==> src/logic/backend_settings.svh <==
`ifndef BACKEND_SETTINGS_SVH
`define BACKEND_SETTINGS_SVH

// Datapath and register file geometry
`define XLEN       32
`define NUM_REGS   16
`define REG_AW     4

// Number of execute stages between issue and commit
`define EX_DEPTH   2

// Shift-add multiplier retires one multiplier bit per cycle
`define MUL_CYCLES `XLEN

`endif

==> src/logic/backend_pkg.sv <==
`include "backend_settings.svh"

package backend_pkg;

    // Operation codes seen at the backend input
    typedef enum logic [2:0] {
        OP_ADD  = 3'd0,
        OP_SUB  = 3'd1,
        OP_AND  = 3'd2,
        OP_OR   = 3'd3,
        OP_XOR  = 3'd4,
        OP_ADDI = 3'd5,
        OP_MUL  = 3'd6
    } op_e;

    // Where a stage's result comes from
    typedef enum logic {
        FU_ALU = 1'b0,
        FU_MUL = 1'b1
    } fu_e;

    // What a stage exposes to the forwarding logic
    typedef struct packed {
        logic               pending;
        logic [`REG_AW-1:0] rd;
        logic               done;
        logic [`XLEN-1:0]   data;
    } byp_t;

endpackage

==> src/logic/backend_if.sv <==
`timescale 1ns/100ps

`include "backend_settings.svh"

// One link of the execute chain
interface stage_if import backend_pkg::*; ();

    logic               valid;
    logic               ready;
    fu_e                sel;
    logic [`REG_AW-1:0] rd;
    logic [`XLEN-1:0]   data;
    logic               done;

    modport up (
        output valid, sel, rd, data, done,
        input  ready
    );

    modport down (
        input  valid, sel, rd, data, done,
        output ready
    );

endinterface

// Multiplier request and response
interface mul_if ();

    logic             req_valid;
    logic             req_ready;
    logic [`XLEN-1:0] a;
    logic [`XLEN-1:0] b;
    logic             resp_valid;
    logic [`XLEN-1:0] resp_data;

    modport req (
        output req_valid, a, b,
        input  req_ready
    );

    modport unit (
        input  req_valid, a, b,
        output req_ready, resp_valid, resp_data
    );

endinterface

==> src/logic/commit_regfile.sv <==
`timescale 1ns/100ps

`include "backend_settings.svh"

module commit_regfile import backend_pkg::*; (
    input  logic               clk_i,
    input  logic               rst_ni,

    input  logic [`REG_AW-1:0] rs1_addr_i,
    input  logic [`REG_AW-1:0] rs2_addr_i,
    output logic [`XLEN-1:0]   rs1_data_o,
    output logic [`XLEN-1:0]   rs2_data_o,

    output logic               commit_valid_o,
    output logic [`REG_AW-1:0] commit_rd_o,
    output logic [`XLEN-1:0]   commit_data_o,

    stage_if.down              wb_in
);

    logic [`XLEN-1:0] regs_q [`NUM_REGS];
    logic             we;

    // Only finished results leave the last stage
    assign wb_in.ready = wb_in.done;
    assign we          = wb_in.valid && wb_in.done;

    assign commit_valid_o = we;
    assign commit_rd_o    = wb_in.rd;
    assign commit_data_o  = wb_in.data;

    always_ff @(posedge clk_i or negedge rst_ni) begin
        if (!rst_ni) begin
            for (int i = 0; i < `NUM_REGS; i++) begin
                regs_q[i] <= '0;
            end
        end else if (we && wb_in.rd != '0) begin
            regs_q[wb_in.rd] <= wb_in.data;
        end
    end

    // Registered reads see a write from the same cycle
    always_ff @(posedge clk_i) begin
        rs1_data_o <= (we && wb_in.rd != '0 && wb_in.rd == rs1_addr_i) ?
                      wb_in.data : regs_q[rs1_addr_i];
        rs2_data_o <= (we && wb_in.rd != '0 && wb_in.rd == rs2_addr_i) ?
                      wb_in.data : regs_q[rs2_addr_i];
    end

endmodule

==> src/logic/ex_stage.sv <==
`timescale 1ns/100ps

`include "backend_settings.svh"

module ex_stage import backend_pkg::*; (
    input  logic             clk_i,
    input  logic             rst_ni,

    // Multiplier response, shared by every stage
    input  logic             mul_valid_i,
    input  logic [`XLEN-1:0] mul_data_i,

    output byp_t             byp_o,

    stage_if.down            in_if,
    stage_if.up              out_if
);

    logic               pending_q;
    fu_e                sel_q;
    logic               done_q;
    logic [`REG_AW-1:0] rd_q;
    logic [`XLEN-1:0]   data_q;

    logic             done_now;
    logic [`XLEN-1:0] data_now;
    logic             in_fire;
    logic             out_fire;

    // A waiting MUL resolves in the cycle of the response pulse
    assign done_now = done_q || (sel_q == FU_MUL && mul_valid_i);
    assign data_now = done_q ? data_q : mul_data_i;

    assign out_if.valid = pending_q;
    assign out_if.sel   = done_now ? FU_ALU : sel_q;
    assign out_if.rd    = rd_q;
    assign out_if.data  = data_now;
    assign out_if.done  = done_now;

    assign in_if.ready = !pending_q || (done_now && out_if.ready);

    assign in_fire  = in_if.valid && in_if.ready;
    assign out_fire = pending_q && out_if.ready;

    assign byp_o = '{pending: pending_q, rd: rd_q, done: done_now, data: data_now};

    always_ff @(posedge clk_i or negedge rst_ni) begin
        if (!rst_ni) begin
            pending_q <= 1'b0;
            sel_q     <= FU_ALU;
            done_q    <= 1'b0;
        end else if (in_fire) begin
            pending_q <= 1'b1;
            sel_q     <= in_if.done ? FU_ALU : in_if.sel;
            done_q    <= in_if.done;
        end else if (out_fire) begin
            pending_q <= 1'b0;
        end else if (pending_q && done_now) begin
            // Result held locally until downstream takes it
            sel_q  <= FU_ALU;
            done_q <= 1'b1;
        end
    end

    always_ff @(posedge clk_i) begin
        if (in_fire) begin
            rd_q   <= in_if.rd;
            data_q <= in_if.data;
        end else if (pending_q && !done_q && done_now) begin
            data_q <= mul_data_i;
        end
    end

endmodule

==> src/logic/int_backend.sv <==
`timescale 1ns/100ps

`include "backend_settings.svh"

module int_backend import backend_pkg::*; (
    input  logic               clk_i,
    input  logic               rst_ni,

    input  logic               in_valid_i,
    output logic               in_ready_o,
    input  logic [2:0]         in_op_i,
    input  logic [`REG_AW-1:0] in_rd_i,
    input  logic [`REG_AW-1:0] in_rs1_i,
    input  logic [`REG_AW-1:0] in_rs2_i,
    input  logic [`XLEN-1:0]   in_imm_i,

    output logic               commit_valid_o,
    output logic [`REG_AW-1:0] commit_rd_o,
    output logic [`XLEN-1:0]   commit_data_o
);

    // Link k feeds stage k, the last link feeds the register file
    stage_if st [`EX_DEPTH + 1] ();
    mul_if   mul_bus ();

    byp_t               byp [`EX_DEPTH];
    logic [`REG_AW-1:0] rs1_addr;
    logic [`REG_AW-1:0] rs2_addr;
    logic [`XLEN-1:0]   rs1_data;
    logic [`XLEN-1:0]   rs2_data;

    issue_unit u_issue (
        .clk_i,
        .rst_ni,
        .in_valid_i,
        .in_ready_o,
        .in_op_i    (op_e'(in_op_i)),
        .in_rd_i,
        .in_rs1_i,
        .in_rs2_i,
        .in_imm_i,
        .rs1_addr_o (rs1_addr),
        .rs2_addr_o (rs2_addr),
        .rs1_data_i (rs1_data),
        .rs2_data_i (rs2_data),
        .byp_i      (byp),
        .mul_req    (mul_bus),
        .issue_out  (st[0])
    );

    mul_unit u_mul (
        .clk_i,
        .rst_ni,
        .bus (mul_bus)
    );

    for (genvar g = 0; g < `EX_DEPTH; g++) begin : g_stage
        ex_stage u_stage (
            .clk_i,
            .rst_ni,
            .mul_valid_i (mul_bus.resp_valid),
            .mul_data_i  (mul_bus.resp_data),
            .byp_o       (byp[g]),
            .in_if       (st[g]),
            .out_if      (st[g+1])
        );
    end

    commit_regfile u_regfile (
        .clk_i,
        .rst_ni,
        .rs1_addr_i     (rs1_addr),
        .rs2_addr_i     (rs2_addr),
        .rs1_data_o     (rs1_data),
        .rs2_data_o     (rs2_data),
        .commit_valid_o,
        .commit_rd_o,
        .commit_data_o,
        .wb_in          (st[`EX_DEPTH])
    );

endmodule

==> src/logic/issue_unit.sv <==
`timescale 1ns/100ps

`include "backend_settings.svh"

module issue_unit import backend_pkg::*; (
    input  logic               clk_i,
    input  logic               rst_ni,

    input  logic               in_valid_i,
    output logic               in_ready_o,
    input  op_e                in_op_i,
    input  logic [`REG_AW-1:0] in_rd_i,
    input  logic [`REG_AW-1:0] in_rs1_i,
    input  logic [`REG_AW-1:0] in_rs2_i,
    input  logic [`XLEN-1:0]   in_imm_i,

    // Register file read port, data arrives one cycle later
    output logic [`REG_AW-1:0] rs1_addr_o,
    output logic [`REG_AW-1:0] rs2_addr_o,
    input  logic [`XLEN-1:0]   rs1_data_i,
    input  logic [`XLEN-1:0]   rs2_data_i,

    input  byp_t               byp_i [`EX_DEPTH],

    mul_if.req                 mul_req,
    stage_if.up                issue_out
);

    ////////////////////////////////////////
    // Operand register
    ////////////////////////////////////////

    logic               op_valid_q;
    op_e                op_q;
    logic [`REG_AW-1:0] rd_q;
    logic [`REG_AW-1:0] rs1_q;
    logic [`REG_AW-1:0] rs2_q;
    logic [`XLEN-1:0]   imm_q;

    logic accept;
    logic issue;

    assign in_ready_o = !op_valid_q || issue;
    assign accept     = in_valid_i && in_ready_o;

    // Keep reading the held sources so commits during a stall are seen
    assign rs1_addr_o = accept ? in_rs1_i : rs1_q;
    assign rs2_addr_o = accept ? in_rs2_i : rs2_q;

    always_ff @(posedge clk_i or negedge rst_ni) begin
        if (!rst_ni) begin
            op_valid_q <= 1'b0;
            rs1_q      <= '0;
            rs2_q      <= '0;
        end else if (accept) begin
            op_valid_q <= 1'b1;
            rs1_q      <= in_rs1_i;
            rs2_q      <= in_rs2_i;
        end else if (issue) begin
            op_valid_q <= 1'b0;
        end
    end

    always_ff @(posedge clk_i) begin
        if (accept) begin
            op_q  <= in_op_i;
            rd_q  <= in_rd_i;
            imm_q <= in_imm_i;
        end
    end

    ////////////////////////////////////////
    // Forwarding and hazards
    ////////////////////////////////////////

    logic [`XLEN-1:0] rs1_val;
    logic [`XLEN-1:0] rs2_val;
    logic             rs1_haz;
    logic             rs2_haz;

    // Walk from the oldest stage to the youngest so the youngest match wins
    always_comb begin
        rs1_val = rs1_data_i;
        rs2_val = rs2_data_i;
        rs1_haz = 1'b0;
        rs2_haz = 1'b0;
        for (int k = `EX_DEPTH - 1; k >= 0; k--) begin
            if (byp_i[k].pending && byp_i[k].rd == rs1_q && rs1_q != '0) begin
                rs1_val = byp_i[k].data;
                rs1_haz = !byp_i[k].done;
            end
            if (byp_i[k].pending && byp_i[k].rd == rs2_q && rs2_q != '0) begin
                rs2_val = byp_i[k].data;
                rs2_haz = !byp_i[k].done;
            end
        end
    end

    logic is_mul;
    logic data_hazard;
    logic mul_busy;

    assign is_mul      = op_q == OP_MUL;
    // ADDI has no second register source
    assign data_hazard = rs1_haz || (rs2_haz && op_q != OP_ADDI);
    assign mul_busy    = is_mul && !mul_req.req_ready;

    ////////////////////////////////////////
    // ALU
    ////////////////////////////////////////

    logic [`XLEN-1:0] alu_res;

    always_comb begin
        unique case (op_q)
            OP_ADD:  alu_res = rs1_val + rs2_val;
            OP_SUB:  alu_res = rs1_val - rs2_val;
            OP_AND:  alu_res = rs1_val & rs2_val;
            OP_OR:   alu_res = rs1_val | rs2_val;
            OP_XOR:  alu_res = rs1_val ^ rs2_val;
            OP_ADDI: alu_res = rs1_val + imm_q;
            default: alu_res = '0;
        endcase
    end

    // Issue into stage 0
    assign issue_out.valid = op_valid_q && !data_hazard && !mul_busy;
    assign issue_out.sel   = is_mul ? FU_MUL : FU_ALU;
    assign issue_out.rd    = rd_q;
    assign issue_out.data  = alu_res;
    assign issue_out.done  = !is_mul;

    assign issue = issue_out.valid && issue_out.ready;

    // Multiplier sees the same forwarded operands
    assign mul_req.req_valid = op_valid_q && is_mul && !data_hazard && issue_out.ready;
    assign mul_req.a         = rs1_val;
    assign mul_req.b         = rs2_val;

endmodule

==> src/logic/mul_unit.sv <==
`timescale 1ns/100ps

`include "backend_settings.svh"

module mul_unit (
    input  logic clk_i,
    input  logic rst_ni,

    mul_if.unit  bus
);

    localparam int CNT_W = $clog2(`MUL_CYCLES + 1);

    logic             busy_q;
    logic [CNT_W-1:0] cnt_q;
    logic [`XLEN-1:0] acc_q;
    logic [`XLEN-1:0] mcand_q;
    logic [`XLEN-1:0] mplier_q;

    logic accept;

    assign bus.req_ready = !busy_q;
    assign accept        = bus.req_valid && !busy_q;

    // Last partial product is added on the way out
    assign bus.resp_valid = busy_q && cnt_q == '0;
    assign bus.resp_data  = acc_q + (mplier_q[0] ? mcand_q : '0);

    always_ff @(posedge clk_i or negedge rst_ni) begin
        if (!rst_ni) begin
            busy_q <= 1'b0;
            cnt_q  <= '0;
        end else if (accept) begin
            busy_q <= 1'b1;
            cnt_q  <= CNT_W'(`MUL_CYCLES - 1);
        end else if (bus.resp_valid) begin
            busy_q <= 1'b0;
        end else if (busy_q) begin
            cnt_q <= cnt_q - 1'b1;
        end
    end

    // One multiplier bit per cycle, low XLEN bits only
    always_ff @(posedge clk_i) begin
        if (accept) begin
            acc_q    <= '0;
            mcand_q  <= bus.a;
            mplier_q <= bus.b;
        end else if (busy_q && cnt_q != '0) begin
            if (mplier_q[0]) begin
                acc_q <= acc_q + mcand_q;
            end
            mcand_q  <= mcand_q << 1;
            mplier_q <= mplier_q >> 1;
        end
    end

endmodule

==> config.mk <==
export PLATFORM = sky130hd
export DESIGN_NAME = int_backend
export DESIGN_NICKNAME = d
export VERILOG_FILES = /design/src/logic/backend_pkg.sv /design/src/logic/backend_if.sv /design/src/logic/commit_regfile.sv /design/src/logic/ex_stage.sv /design/src/logic/int_backend.sv /design/src/logic/issue_unit.sv /design/src/logic/mul_unit.sv
export VERILOG_INCLUDE_DIRS = /design/src /design/src/logic
export SDC_FILE = /design/constraint.sdc
export NUM_CORES = 2
export LEC_CHECK = 0
export ABC_AREA = 1
export BUFFER_PORTS_ARGS = -buffer_cell sky130_fd_sc_hd__buf_2
export CORE_MARGIN = 3
export CORE_UTILIZATION = 55
export CTS_BUF_LIST = sky130_fd_sc_hd__clkbuf_4 sky130_fd_sc_hd__clkbuf_8
export DETAILED_ROUTE_END_ITERATION = 8
export PLACE_DENSITY = 0.73
export SLEW_MARGIN = 40
export SYNTH_ARGS = -nofsm -noshare
export SYNTH_HDL_FRONTEND = slang
export SYNTH_HIERARCHICAL = 1
export SYNTH_SLANG_ARGS = --single-unit
export TNS_END_PERCENT = 30
==> constraint.sdc <==
create_clock -name clk_i -period 5.6 [get_ports clk_i]
set_clock_uncertainty 0.1 [all_clocks]
set_input_delay 1.4 -clock clk_i [delete_from_list [all_inputs] [get_ports clk_i]]
set_output_delay 1.4 -clock clk_i [all_outputs]
set_load 0.01 [all_outputs]
### Word-level counts from Yosys, hierarchy flattened

Cells that the tools add are included.

* bits of input ports: 50
* register bits: 805
* output and inout port bits: 38

* bitwise operators: 6
* reductions and logical operators: 69
* $lt $le $gt $ge: 4
* equal/unequal tests: 15
* add/sub/neg operators: 6
* multiplexer cells: 52

Operator list (count)
* $mux 32: 22
* $bwmux 512: 1
* $bmux 32 s4: 2
* $pmux 32 s6: 1
* $add 32x32->32: 4
* $demux 32 s4: 1
* $logic_and 1x1->1: 34
* $and 32x32->32: 1
* $or 32x32->32: 1
* $sub 32x32->32: 1
* $xor 32x32->32: 1
* $eq 4x4->1: 6
* $mux 1: 20
* $mux 6: 3
* $reduce_bool 2->1: 9
* $ge 5x5->1 const B: 3
* $not 4->5: 3
* $reduce_bool 4->1: 3
* $logic_not 1->1: 11
* $eq 3x3->1 const B: 3
* $mux 4: 2
* $eq 3x2->1 const B: 2
* $logic_not 6->1: 1
* $logic_or 1x1->1: 6
* other kinds (8): 11

### Depth between registers and ports, before layout

* depth in word-level cells: 21
* gate-level depth with buffers: 41

### Cells and area by module

The synthesis kept the hierarchy.

By module, submodules not included
* commit_regfile: area each 30608.1 µm², cells an instance 4364, times used 1, seq. area each 14093.5 µm²
* mul_unit: area each 8682.1 µm², cells an instance 1346, times used 1, seq. area each 2737.6 µm²
* issue_unit: area each 8366.8 µm², cells an instance 1263, times used 1, seq. area each 1396.3 µm²
* ex_stage: area each 2497.4 µm², cells an instance 319, times used 2, seq. area each 1156.1 µm²

### Worst setup path before layout

Ideal clock, no wire load.

* path kind: reg-to-reg
* start point: reg u_mul.mplier_q[0]
* end point: reg g_stage[0].u_stage.data_q[30] (data pin)
* cell stages (with the launch flop): 40
* setup slack: 0.346 ns
* buffers on the path: 2
* data required time: 5.247 ns
* clock period less this slack: 5.254 ns
* library setup time: 0.253 ns
* arrival time: 4.901 ns
* cells stage by stage: edfxtp_1 > clkbuf_1 > nand2_1 > inv_1 > ha_1 > fa_1 > nand3_1 > nand2_1 > nand2_1 > nand2_1 > a21o_1 > nand3_1 > nand2_1 > nand2_1 > nand2_1 > nand2_1 > nand2_1 > nand4_1 > (+4 left out) > nand2_2 > nor3_2 > nand2_1 > xor2_1 > o21bai_1 > inv_1 > ha_1 > clkbuf_1 > nand2_1 > nor3_1 > nor3b_1 > a221oi_1 > nand2_1 > or2_2 > nand3_1 > o2111ai_1 > nand4_1 > nand2_1

RTL lines
* start, declared: RTL line mul_unit.sv:18 `` logic [`XLEN-1:0] mplier_q; ``
* start signal, assigned: RTL line mul_unit.sv:48 `mplier_q <= bus.b;`
* start signal, assigned: RTL line mul_unit.sv:54 `mplier_q <= mplier_q >> 1;`
* end signal, assigned: RTL line ex_stage.sv:68 `data_q <= in_if.data;`
* end signal, assigned: RTL line ex_stage.sv:70 `data_q <= mul_data_i;`
* end, declared: RTL line ex_stage.sv:23 `` logic [`XLEN-1:0] data_q; ``

### Worst setup path in the final report

* start point: reg u_mul.mplier_q[0]
* end point: reg g_stage[0].u_stage.data_q[30] (data pin)

* cells in the longest elaborated chain, start to end: 8
* elaborated cells on any way between the ends: 17
* those cells by class: add/sub (4); mux (10); bitwise (3)

RTL lines
* $mux 32 *: RTL line mul_unit.sv:27 `assign bus.resp_data = acc_q + (mplier_q[0] ? mcand_q : '0);`
* $add 32x32->32 *: RTL line mul_unit.sv:27
* net mul_bus.resp_data[26]: RTL line backend_if.sv:35 `` logic [`XLEN-1:0] resp_data; ``
* $mux 32: RTL line ex_stage.sv:32 `assign data_now = done_q ? data_q : mul_data_i;`
* $mux 32, on equally long branches (2 in series): RTL line issue_unit.sv:88, issue_unit.sv:92
* $add 32x32->32 (tied with other cells): RTL line issue_unit.sv:121 `OP_ADDI: alu_res = rs1_val + imm_q;`
* $pmux 32 s6 *: RTL line issue_unit.sv:115 `unique case (op_q)`
* net st[0].data[30]: RTL line backend_if.sv:12 `` logic [`XLEN-1:0] data; ``
* $mux 32 *: RTL line ex_stage.sv:66 `if (in_fire) begin`

The timed path passes the listed nets; every way through them passes the cells marked *. The select of a mux whose other input is x is not followed.
A chain may end at the register's enable or synchronous reset.

==> results.sh <==
export IMPL_drive_gt1_share_pct=18.9
export IMPL_syn_area_per_cell_um2=6.92
export IMPL_root_buffer="clkbuf_8"
export IMPL_dpl_hpwl_um=124000
export IMPL_reg2reg_depth=38
export IMPL_start_kind="flop"
export IMPL_critPathKind="reg2reg"
export IMPL_cts_made_buffers=143
export IMPL_final_nets=8031
export IMPL_core_area_um2=94200
export IMPL_fin_crit_sh_pct=99.8
export IMPL_finalCriticalPeriod_ns=5.59
export IMPL_pin_count=88
export IMPL_r2r_slack_ns=0.01
export IMPL_worstMarginPinSlew_ns=0.932
export IMPL_syn_area_um2=52600
export IMPL_drt_wirelength_per_cell_um=21.1
export IMPL_slew_viol_final=0
export IMPL_start_util_pct=55.9
export IMPL_drc_errors=0
export IMPL_worst_slack_ns=0.0118
export IMPL_syn_to_final_growth_pct=17.3
export IMPL_track_usage_pct=37.9
export IMPL_worst_path_max_delay_cell="edfxtp_1"
export IMPL_critPathMaxStageDelay_ns=0.45
export IMPL_drtPass1Iterations=9
export IMPL_fmax_ghz=0.179
export IMPL_htree_levels=4
export IMPL_yosysWarnings=6
export IMPL_maxCapViolations=0
export IMPL_clkTransAtPathRegs_ns=0.07
export IMPL_setup_viol=0
export IMPL_die_h_um=315
export IMPL_gp_congestion=1.00
export IMPL_worstReg2RegEnd="g_stage[0].u_stage/data_q[30]$_DFFE_PP_"
export IMPL_wl_um=194000
export IMPL_clk_path_buf_depth=3
export IMPL_r2r_start="u_mul/mplier_q[0]$_DFFE_PP_"
export IMPL_grt_pass1_vias=49200
export IMPL_rsz0062_at_grt="true"
export IMPL_arrival_ns=6.11
export IMPL_via_per_inst=5.85
export IMPL_antenna_found_initial=6
export IMPL_clk_latency_ns=0.86
export IMPL_hold_viol_final=0
export IMPL_crit_path_max_fanout=7
export IMPL_cts_tree="built"
export IMPL_holdPathEnd="u_regfile/regs_q[510]$_DFFE_PN0P_"
export IMPL_cp_required_ns=6.12
export IMPL_min_path_cells=0
export IMPL_rows=112
export IMPL_syn_nets=7827
export IMPL_vias=53800
export IMPL_dieArea_um2=99500
export IMPL_cts_sinks=805
export IMPL_min_delay_start="u_regfile/regs_q[510]$_DFFE_PN0P_"
export IMPL_synthCells=7609
export IMPL_overflow=0
export IMPL_ant_nets=0
export IMPL_place_ws_ns=-0.527
export IMPL_max_slew_margin_pct=37.2
export IMPL_io_buffers=87
export IMPL_endpoint_kind="flop"
export IMPL_dieWidth_um=315
export IMPL_status="completed"
export IMPL_grt_max_degree=124
export IMPL_hp_class="reg2reg"
export IMPL_grt_first_pass_wirelength_um=292000
export IMPL_drtIter0Drc=7500
## metrics by stage
stage                     setup TNS, ns  std cells  instance area [µm²]  util [%]  hold slack [ns]
after floorplan                       0       7609                52600         -            0.300
after global routing              -2.24       9185                61800      65.6            0.266
final                                 0       9185                61800      65.6            0.282
after CTS                       -0.0651       9143                59500      63.2            0.285
after global placement            -1.47       8874                55900      59.4            0.268
after detailed placement          -1.96       8877                56000      59.5            0.272
## what timing repair did
item                                    CTS  global route
buffers inserted                          5            41
hold buffers                              0             0
pin swaps                                16           168
gates resized for setup                  50           455
endpoints found under the setup margin   12            59
gates cloned                              0             1
## placed cells by master, fill, tap and decap left out, types with 9 or more instances in the layout
cell,count
dfxtp_1,96
o21ai_0,436
nand3_1,871
nand2_1,3114
clkbuf_4,38
o22ai_1,21
buf_4,528
nand3_4,13
o2111ai_1,16
nand2_2,127
xor2_1,44
or2_2,38
clkbuf_8,181
o21a_1,22
nand4_1,88
a21oi_2,41
nor3_4,10
buf_6,19
nor2_4,28
edfxtp_1,175
buf_2,86
o21ai_1,125
o211ai_1,40
clkinv_2,20
inv_1,427
nor2_2,23
dfrtp_1,534
nor2_1,124
ha_4,36
a21oi_1,92
xnor2_1,9
nand2_4,52
inv_2,45
nand3_2,42
o21ai_2,43
ha_1,124
o21bai_1,17
a21oi_4,11
buf_12,28
## registers in the layout, summed over array words and instances, names as in the netlist, 2 cells and up
| signal | count |
|---|---|
| u_regfile/rs2_data_o | 32 |
| u_mul/cnt_q | 6 |
| u_issue/rs2_q | 4 |
| u_mul/acc_q | 32 |
| g_stage.u_stage/out_if.rd | 8 |
| u_regfile/regs_q | 512 |
| g_stage.u_stage/data_q | 64 |
| u_issue/op_q | 3 |
| u_mul/mplier_q | 32 |
| g_stage.u_stage/out_if.valid | 2 |
| g_stage.u_stage/done_q | 2 |
| u_issue/rs1_q | 4 |
| u_issue/imm_q | 32 |
| u_mul/mcand_q | 32 |
| g_stage.u_stage/sel_q | 2 |
| u_regfile/rs1_data_o | 32 |
| u_issue/issue_out.rd | 4 |
## worst max-delay path by stage
stage / cells past startpoint / to / start
finish: 38 / g_stage[0].u_stage/data_q[30]$_DFFE_PP_ / u_mul/mplier_q[0]$_DFFE_PP_
global route: 36 / g_stage[0].u_stage/data_q[30]$_DFFE_PP_ / u_mul/mplier_q[0]$_DFFE_PP_
CTS: 38 / g_stage[0].u_stage/data_q[31]$_DFFE_PP_ / u_mul/mplier_q[0]$_DFFE_PP_
detailed placement: 40 / g_stage[0].u_stage/data_q[31]$_DFFE_PP_ / u_mul/mplier_q[0]$_DFFE_PP_
global placement: 38 / g_stage[0].u_stage/data_q[31]$_DFFE_PP_ / u_mul/mplier_q[0]$_DFFE_PP_
floorplan: 39 / g_stage[0].u_stage/data_q[30]$_DFFE_PP_ / u_mul/mplier_q[0]$_DFFE_PP_
## per-layer routing
layer	vias up	GRT usage, %	routed length [µm]
li1	24900	-	-
met1	25000	50.5	76700
met2	3122	58.2	84800
met3	632	8.81	21800
met4	8	18.6	10800
met5	-	0	49
## final cells by class
cell class                      count  area (µm²)
Fill cell                        8336       32400
Multi-Input combinational cell   5716       29300
Sequential cell                   805       20500
Timing Repair Buffer              663        5210
Clock buffer                      219        2780
Inverter                          484        1850
Tap cell                         1254        1570
Clock inverter                     42         490
Antenna cell                        2        5.00
## critical path: cells and delay by family (launching register included)
family / cells / cell delay [ns]
AOI/OAI and AO/OA: 7 / 1.12
and+or+nand+nor: 22 / 2.25
buffers and inverters: 6 / 0.74
DFF: 1 / 0.45
adders and majority gates: 2 / 0.56
xor gates and xnor gates: 1 / 0.14
Power is left out: the tool's default activity adds up to more than one toggle a clock period on the data nets, which glitch-free logic cannot reach.
